File: src/logic/fetch_pkg.sv
/*
 * shared widths, cache geometry and memory port codes for the fetch unit
 * cacheable addresses are assumed to lie below 64 KiB, so the tag is 8 bits
 * the memory port moves one 64-bit block per transaction
 */
`default_nettype none

package fetch_pkg;

	////////////////////////////////////////////////////////////
	// widths
	////////////////////////////////////////////////////////////

	// address and instruction width
	localparam int xlen = 32;
	// one memory block, two instructions
	localparam int block_bits = 64;
	// pc step
	localparam int inst_bytes = 4;

	////////////////////////////////////////////////////////////
	// cache geometry
	////////////////////////////////////////////////////////////

	// byte offset inside a block
	localparam int offset_bits = 3;
	// line index
	localparam int index_bits = 5;
	localparam int cache_lines = 2 ** index_bits;
	// 16 address bits minus index and offset
	localparam int cache_tag_bits = 8;

	typedef logic [block_bits-1:0] mem_block_t;

	// zero means no tag, or a rejected request
	typedef logic [3:0] mem_tag_t;

	typedef logic [index_bits-1:0] cache_index_t;
	typedef logic [cache_tag_bits-1:0] cache_tag_t;

	// memory commands, store is never issued by fetch
	typedef enum logic [1:0] {
		mem_none = 2'h0,
		mem_load = 2'h1,
		mem_store = 2'h2
	} mem_command_t;

endpackage

`default_nettype wire

File: src/logic/fetch_pc_counter.sv
/*
 * fetch address register
 * redirect wins over advance, and with neither the address holds
 * advance must already exclude stall and redirect
 */
`timescale 1ns/1ps
`default_nettype none

module fetch_pc_counter (
	input wire logic clock,
	input wire logic reset,

	// consume condition from the miss controller
	input wire logic advance,

	// outside redirect, stands in for a pipeline flush
	input wire logic redirect,
	input wire logic [fetch_pkg::xlen-1:0] redirect_pc,

	output logic [fetch_pkg::xlen-1:0] pc
);

	import fetch_pkg::*;

	// address of the next sequential instruction
	logic [xlen-1:0] step_pc;

	assign step_pc = pc + xlen'(inst_bytes);

	////////////////////////////////////////////////////////////
	// pc register
	////////////////////////////////////////////////////////////

	always_ff @(posedge clock) begin
		if (reset) begin
			// fetch starts at address zero
			pc <= '0;
		end else if (redirect) begin
			pc <= redirect_pc;
		end else if (advance) begin
			// one instruction consumed
			pc <= step_pc;
		end
		// otherwise hold, covers stall and miss
	end

endmodule

`default_nettype wire

File: src/logic/icache_mem.sv
/*
 * direct-mapped instruction cache storage, 32 lines of one block each
 * lookup is combinational, a fill is visible from the next cycle
 * pc bits above 16 do not take part in the tag compare
 */
`timescale 1ns/1ps
`default_nettype none

module icache_mem (
	input wire logic clock,
	input wire logic reset,

	// lookup address
	input wire logic [fetch_pkg::xlen-1:0] pc,

	// fill from the miss controller, data straight off the memory port
	input wire logic fill_en,
	input wire fetch_pkg::cache_index_t fill_index,
	input wire fetch_pkg::cache_tag_t fill_tag,
	input wire fetch_pkg::mem_block_t fill_data,

	output logic hit,
	output fetch_pkg::mem_block_t block
);

	import fetch_pkg::*;

	// per-line state
	logic [cache_lines-1:0] valid_bits;
	cache_tag_t tag_array [cache_lines];
	mem_block_t block_array [cache_lines];

	cache_index_t lookup_index;
	cache_tag_t lookup_tag;

	////////////////////////////////////////////////////////////
	// lookup
	////////////////////////////////////////////////////////////

	// pc fields: tag above index above byte offset
	assign lookup_index = pc[offset_bits +: index_bits];
	assign lookup_tag = pc[offset_bits+index_bits +: cache_tag_bits];

	assign hit = valid_bits[lookup_index] && (tag_array[lookup_index] == lookup_tag);
	// block is meaningless without hit
	assign block = block_array[lookup_index];

	////////////////////////////////////////////////////////////
	// fill
	////////////////////////////////////////////////////////////

	always_ff @(posedge clock) begin
		if (reset) begin
			// empty cache after reset
			valid_bits <= '0;
		end else if (fill_en) begin
			valid_bits[fill_index] <= 1'b1;
		end
	end

	// tag and data arrays
	always_ff @(posedge clock) begin
		if (fill_en) begin
			tag_array[fill_index] <= fill_tag;
			block_array[fill_index] <= fill_data;
		end
	end

endmodule

`default_nettype wire

File: src/logic/icache_miss_fsm.sv
/*
 * miss controller for the direct-mapped instruction cache
 * a zero response means rejected, and the load repeats next cycle
 * a redirect does not cancel an outstanding miss, the fill still completes
 * only one miss is outstanding at any time
 */
`timescale 1ns/1ps
`default_nettype none

module icache_miss_fsm (
	input wire logic clock,
	input wire logic reset,

	// lookup side
	input wire logic [fetch_pkg::xlen-1:0] pc,
	input wire logic hit,

	// consumer side
	input wire logic stall,
	input wire logic redirect,

	// memory answers
	input wire fetch_pkg::mem_tag_t mem2proc_response,
	input wire fetch_pkg::mem_tag_t mem2proc_tag,

	output logic inst_valid,
	output logic advance,

	// cache fill
	output logic fill_en,
	output fetch_pkg::cache_index_t fill_index,
	output fetch_pkg::cache_tag_t fill_tag,

	// memory requests
	output fetch_pkg::mem_command_t proc2mem_command,
	output logic [fetch_pkg::xlen-1:0] proc2mem_addr
);

	import fetch_pkg::*;

	typedef enum logic [1:0] {
		idle,
		request,
		wait_data
	} state_t;

	state_t state;
	state_t next_state;

	// block address of the line being fetched
	logic [xlen-1:0] miss_addr;
	// tag handed back when the load was accepted
	mem_tag_t saved_tag;

	logic miss;
	logic accepted;
	logic tag_match;

	////////////////////////////////////////////////////////////
	// decode of the current cycle
	////////////////////////////////////////////////////////////

	// instruction available only while no miss is in flight
	assign inst_valid = (state == idle) && hit;
	assign advance = inst_valid && !stall && !redirect;

	// miss only counts when pc is about to be used
	assign miss = (state == idle) && !hit && !stall && !redirect;

	// nonzero response in the request cycle
	assign accepted = (state == request) && (mem2proc_response != '0);

	// other tags on the port belong to someone else
	assign tag_match = (state == wait_data) && (mem2proc_tag == saved_tag);

	////////////////////////////////////////////////////////////
	// next state
	////////////////////////////////////////////////////////////

	always_comb begin
		next_state = state;
		case (state)
			idle: begin
				if (miss) begin
					next_state = request;
				end
			end
			request: begin
				// rejected loads stay here and retry
				if (accepted) begin
					next_state = wait_data;
				end
			end
			wait_data: begin
				if (tag_match) begin
					next_state = idle;
				end
			end
			default: begin
				next_state = idle;
			end
		endcase
	end

	always_ff @(posedge clock) begin
		if (reset) begin
			state <= idle;
			saved_tag <= '0;
		end else begin
			state <= next_state;
			if (accepted) begin
				saved_tag <= mem2proc_response;
			end
		end
	end

	// block aligned miss address, index and tag are sliced from it
	always_ff @(posedge clock) begin
		if (miss) begin
			miss_addr <= {pc[xlen-1:offset_bits], {offset_bits{1'b0}}};
		end
	end

	////////////////////////////////////////////////////////////
	// outputs to memory and cache
	////////////////////////////////////////////////////////////

	assign proc2mem_command = (state == request) ? mem_load : mem_none;
	assign proc2mem_addr = miss_addr;

	// data is on mem2proc_data in the matching cycle
	assign fill_en = tag_match;
	assign fill_index = miss_addr[offset_bits +: index_bits];
	assign fill_tag = miss_addr[offset_bits+index_bits +: cache_tag_bits];

endmodule

`default_nettype wire

File: src/logic/instruction_fetch.sv
/*
 * instruction fetch front end, single issue
 * an instruction is consumed when inst_valid is high with stall and redirect low
 * memory only ever sees loads of whole 64-bit blocks
 */
`timescale 1ns/1ps
`default_nettype none

module instruction_fetch (
	input wire logic clock,
	input wire logic reset,

	// consumer control
	input wire logic stall,
	input wire logic redirect,
	input wire logic [fetch_pkg::xlen-1:0] redirect_pc,

	// memory port
	input wire fetch_pkg::mem_tag_t mem2proc_response,
	input wire fetch_pkg::mem_block_t mem2proc_data,
	input wire fetch_pkg::mem_tag_t mem2proc_tag,

	// fetched instruction
	output logic [fetch_pkg::xlen-1:0] inst,
	output logic [fetch_pkg::xlen-1:0] inst_pc,
	output logic inst_valid,

	output fetch_pkg::mem_command_t proc2mem_command,
	output logic [fetch_pkg::xlen-1:0] proc2mem_addr
);

	import fetch_pkg::*;

	logic [xlen-1:0] pc;
	logic advance;

	// cache to controller
	logic hit;
	mem_block_t block;

	// controller to cache
	logic fill_en;
	cache_index_t fill_index;
	cache_tag_t fill_tag;

	fetch_pc_counter pc_counter_i (
		.clock(clock),
		.reset(reset),
		.advance(advance),
		.redirect(redirect),
		.redirect_pc(redirect_pc),
		.pc(pc)
	);

	icache_miss_fsm miss_fsm_i (
		.clock(clock),
		.reset(reset),
		.pc(pc),
		.hit(hit),
		.stall(stall),
		.redirect(redirect),
		.mem2proc_response(mem2proc_response),
		.mem2proc_tag(mem2proc_tag),
		.inst_valid(inst_valid),
		.advance(advance),
		.fill_en(fill_en),
		.fill_index(fill_index),
		.fill_tag(fill_tag),
		.proc2mem_command(proc2mem_command),
		.proc2mem_addr(proc2mem_addr)
	);

	icache_mem icache_mem_i (
		.clock(clock),
		.reset(reset),
		.pc(pc),
		.fill_en(fill_en),
		.fill_index(fill_index),
		.fill_tag(fill_tag),
		.fill_data(mem2proc_data),
		.hit(hit),
		.block(block)
	);

	// pc bit 2 picks the word inside the block
	assign inst = pc[2] ? block[xlen +: xlen] : block[0 +: xlen];
	assign inst_pc = pc;

endmodule

`default_nettype wire

File: config.mk
export PLATFORM = sky130hd
export DESIGN_NAME = instruction_fetch
export DESIGN_NICKNAME = d
export VERILOG_FILES = /design/src/logic/fetch_pkg.sv /design/src/logic/fetch_pc_counter.sv /design/src/logic/icache_mem.sv /design/src/logic/icache_miss_fsm.sv /design/src/logic/instruction_fetch.sv
export SDC_FILE = /design/constraint.sdc
export NUM_CORES = 2
export LEC_CHECK = 0
export BUFFER_PORTS_ARGS = -buffer_cell sky130_fd_sc_hd__buf_2
export CORE_UTILIZATION = 30
export CTS_BUF_LIST = sky130_fd_sc_hd__clkbuf_4
export CTS_CLUSTER_SIZE = 12
export DETAILED_ROUTE_END_ITERATION = 16
export PLACE_DENSITY = 0.47
export REMOVE_ABC_BUFFERS = 1
export SLEW_MARGIN = 10
export SYNTH_ARGS = -nofsm -noshare
export SYNTH_HDL_FRONTEND = slang
export SYNTH_SLANG_ARGS = --single-unit
File: constraint.sdc
create_clock -name clock -period 6.4 [get_ports clock]
set_input_delay 0.32 -clock clock [delete_from_list [all_inputs] [get_ports clock]]
set_output_delay 0.32 -clock clock [all_outputs]
set_load 0.02 [all_outputs]
### Word level (Yosys, flattened, before mapping)

Memory sizes are Yosys's and may differ from the RTL's. A register that Yosys moved wholly into a read port is not among the register bits.
Cells that the tools add are included.

* register bits: 99
* bits in writable memories: 2304
* bits of input ports: 108
* output and inout port bits: 99
* word-level logic and storage cells: 54
* memories kept: 2

Memories
* icache_mem_i.block_array: depth 32, bits a word 64, read ports 1, clocked after memory_dff 1, wr ports 1, RTL line icache_mem.sv:31 `mem_block_t block_array [cache_lines];`
* icache_mem_i.tag_array: depth 32, bits a word 8, read ports 1, clocked after memory_dff 1, wr ports 1, RTL line icache_mem.sv:30 `cache_tag_t tag_array [cache_lines];`

* add/sub/neg operators: 1
* order comparisons: 3
* eq/ne operators: 7
* mux-type cells: 18
* bitwise gates (word level): 1
* reductions and logical operators: 17

Operators with widths (number)
* $mux W32: 3
* $add A32 B3 Y32 const B: 1
* $or A32 B32 Y32: 1
* $mux W5: 4
* $lt A5 B6 Y1 const B: 2
* $logic_and A1 B1 Y1: 10
* $eq A8 B8 Y1: 1
* $mux W2: 3
* $pmux W2 S3: 1
* $bmux W1 S5: 1
* $demux W1 S5: 1
* $ge A5 B1 Y1 const B: 1
* $mux W1: 5
* $eq A4 B4 Y1: 1
* $ne A2 B1 Y1 const B: 2
* $reduce_bool A4 Y1: 1
* $logic_not A1 Y1: 3
* $reduce_and A3 Y1: 1
* $eq A2 B1 Y1 const B: 1
* $eq A2 B2 Y1 const B: 1
* $logic_not A2 Y1: 1
* $ne A2 B2 Y1 const B: 1
* $reduce_bool A2 Y1: 1

### Longest topological paths before layout

* depth in word-level cells: 10
* mapped depth: 15
* depth with buffers taken out: 9

### Modules after synthesis

Synthesis repeated with hierarchy kept, for this count alone.

* cell total of the unflattened synthesis: 3951
* area total of the unflattened synthesis: 92586.3 um2

By module, submodules not included
* icache_mem: instances 1, cells an instance 3596, area an instance 88816.4 um2, sequential area each 69827.0 um2
* fetch_pc_counter: instances 1, cells an instance 234, area an instance 1893.1 um2, sequential area each 640.6 um2
* icache_miss_fsm: instances 1, cells an instance 85, area an instance 1332.5 um2, sequential area each 991.0 um2
* instruction_fetch: instances 1, cells an instance 36, area an instance 544.3 um2, sequential area each 0.0 um2

### Worst setup path before layout

Ideal clock, no wire load.

* path kind: register to register
* start: reg miss_fsm_i.saved_tag[2]
* end: mem icache_mem_i.block_array[24][0] (netlist bit), enable pin
* library setup time: 0.504 ns
* arrival time: 4.263 ns
* required time: 5.896 ns
* setup slack: 1.633 ns
* cell stages (with the launch flop): 7
* path buffers: 0
* period minus slack after synthesis: 4.767 ns
* cells stage by stage: dfxtp_1 > xnor2_1 > nand4_1 > nor3b_1 > nor2b_1 > nand3_1 > nor2_1

* longest elaborated chain between the ends: 4

RTL lines
* start, declared: RTL line icache_miss_fsm.sv:53 `mem_tag_t saved_tag;`
* start signal, assigned: RTL line icache_miss_fsm.sv:112 `saved_tag <= mem2proc_response;`
* $eq A4 B4 Y1: RTL line icache_miss_fsm.sv:74 `assign tag_match = (state == wait_data) && (mem2proc_tag == saved_tag);`
* $logic_and A1 B1 Y1: RTL line icache_miss_fsm.sv:74
* $mux W1: RTL line icache_mem.sv:63 `if (fill_en) begin`
* $mux W1 (implied by the code): RTL line icache_mem.sv:65 `block_array[fill_index] <= fill_data;`
* end, declared: RTL line icache_mem.sv:31

No other way between the ends.

==> metrics <==
fin crit period around 5.9 ns; Hold Fails Final Rpt 0; number of I/O pins 207; vias in the first global route a little under 50000; Worst Path Required 6.08 ns; Syn. warnings 0; Core Rows 202; Initial Util 0.302; DRC Markers 0; final setup fails 0; skew final ~0.13 ns; area delta synth->final 19.3%; Worst slew margin 0.133; gr ovfl total 0; most frequent cells in the layout edfxtp_1, clkbuf_4, mux4_2, dlygate4sd3_1, buf_2; clk buf depth 4; die area 308000 µm²; Area contributors post-synth edfxtp_1, mux4_2, dfxtp_1; worst slack at placement 1.36 ns; Met3 Routed Length 14.1 mm; vias per cell 4.89; final instance area about 110000 µm²; Setup CP Type flop to output pin; switch share 0.224; Power per Cell Area 300 nW/µm²; layout cell share with drive strength beyond 1 0.407; Syn Inst Count roughly 3800; Seq/Total Area, Yosys 0.780; initial drt markers 4086; status finished, final reports clean; TritonRoute pass-1 iters 7; Placer Congestion 0.726; synthesized area 91700 µm²; count of cell types in the netlist 61; total negative slack 0 ns; met2 wire length 131 mm; Die Span Y 555 µm; Crit. End Element output pin; # nets final 4944; commonest non-fill, non-tap cell in the layout edfxtp_1; Hold Slack 0.155 ns; Finished Core Util 0.361; CP Launch Type flop; I/O Buffers between 200 and 250; CP max FO 81; Final ANT Viol Nets 0; Mean Syn Cell Area 24.2 µm²; f_max ~170 MHz; core region area about 300000 µm²; highest routed metal layer met5; NetSw between 7 and 8 mW; H-tree depth 6; FFs w/ async S/R, synth 0; antenna violations before repair 22; worst skew pair latency 1.36 ns; Main synth FF type edfxtp_1; WL met1 about 110 mm; largest net degree at the start of global routing 136; worst slew pin tran 1.30 ns; Clk pwr share 0.415; global-route wire length before repair around 370 mm; Yosys reg bits 2408; Tcrit/Tclk final 0.915; Routed WL 259 mm; CTS root buffer clkbuf_4; Combinational Power Share 0.056; Cell Area, Placed around 98000 µm²; final worst slack 0.541 ns; non-filler cells, final 9377; CP arrival 5.54 ns; number of synthesized flops with an enable pin approximately 2300; GRT Total Usage 0.167; Filler cells 28200; via count 45800; P_int around 26 mW; CTS Buf Count 644; Seq pwr share 0.529; P_leak 34.1 nW; TritonCTS clock tree built; Final Power 32.9 mW; Worst-path clk slew 0.06 ns; WL per Instance 27.7 µm; Max VDD drop 0.123 mV; dpl hpwl 124 mm; Worst Hold Class input port to flop; placed cells 7995; Sink Count 2408; maxcap violations 0; RSZ-0062 raised after global routing no; Die Wd around 560 µm; top cell type by total area after synthesis edfxtp_1; Pins Over Slew Limit 0; Synth top area share 0.764
[timing repair]
| item | 4_1_cts | 5_1_grt |
|---|---|---|
| gates resized for setup | 0 | 0 |
| setup endpoints to repair | 0 | 1 |
| hold buffers | 272 | 0 |
| setup buffers | 0 | 1 |
| hold endpoints to repair | 2152 | 0 |
[synth_stat cells, types with 3 or more instances]
library cell / number
nand3b_1: 6
dfxtp_1: 75
a221oi_1: 5
a32oi_1: 6
and3_1: 7
mux4_2: 729
o21ai_0: 4
nand2b_1: 6
nor2b_1: 6
buf_6: 8
a211oi_1: 6
inv_1: 5
or2_2: 3
nand4_1: 9
o21ba_2: 8
and4_1: 4
nor3_2: 15
nand3_1: 18
buf_4: 8
and2_1: 5
clkbuf_1: 129
nor3b_1: 4
xnor2_1: 35
mux2i_1: 42
edfxtp_1: 2333
nand2_1: 62
nor3_1: 9
nor2_1: 104
a21oi_1: 7
buf_1: 39
buf_2: 17
o21ai_1: 24
a22oi_1: 14
nor4_1: 3
mux2_2: 8
[state kept, by name (all words and copies together), names as in the netlist, named ones only]
| register | cells |
|---|---|
| icache_mem_i.block_array | 2048 |
| icache_mem_i.tag_array | 256 |
| icache_mem_i.valid_bits | 32 |
| miss_fsm_i.proc2mem_addr | 29 |
| miss_fsm_i.saved_tag | 4 |
| miss_fsm_i.state | 2 |
| pc_counter_i.pc | 32 |
[path summary, 6_finish.rpt]
path	startpoint	end	slack (ns)	depth (start not counted)
setup reg to reg	flop	pc_counter_i.pc[31]	1.47	10
hold / removal	mem2proc_data[18]	icache_mem_i.block_array[24][18]	0.16	2
hold reg to reg	pc_counter_i.pc[29]	miss_fsm_i.proc2mem_addr[29]	0.46	0
setup / recovery	flop	inst[24]	0.54	6
[layout make-up]
cell class                 instances  area (µm²)  area share
sequential                      2408       71600       0.654
multi-input combinational       1179       19500       0.179
clock buffer                     957        7180      0.0656
tap                             4080        5100      0.0466
timing repair buffer             595        4990      0.0456
clock inverter                   132         965     0.00881
antenna                           19        47.5    0.000434
inverter                           7        26.3    0.000240
[kinds of logic after synthesis]
| logic type | synth area share |
|---|---|
| flip-flops | 0.780 |
| multiplexers | 0.185 |
| AND/OR/NAND/NOR | 0.0152 |
| buffers and inverters | 0.00972 |
| AO/OA/AOI/OAI | 0.00634 |
| XOR/XNOR | 0.00344 |
| adder cells (fa/ha/maj) | 0.000136 |
| other | 0.0000409 |
[power groups by stage]
| stage | Sequential (mW) | Combinational, mW | Clock [mW] |
|---|---|---|---|
| after global routing | 17.4 | 1.97 | 14.9 |
| after detailed placement | 17.7 | 1.73 | 0 |
| after CTS | 17.4 | 1.88 | 14.1 |
| final | 17.4 | 1.84 | 13.7 |
| after floorplan | 17.9 | 1.76 | 0 |
| after global placement | 17.7 | 1.71 | 0 |
[routing by layer]
metal | global-route usage | vias up
met3 | 0.0340 | 415
met1 | 0.218 | 25000
met5 | 0 | -
met4 | 0.0463 | 8
li1 | - | 18900
met2 | 0.282 | 1493
[critical path: stages, from the launching register on]
cell,delay (ns)
dfxtp_4,0.88
buf_4,0.71
buf_12,0.60
mux4_2,0.61
mux4_2,0.51
mux4_2,0.55
buf_2,0.19
Power figures use the tool's default switching activity.
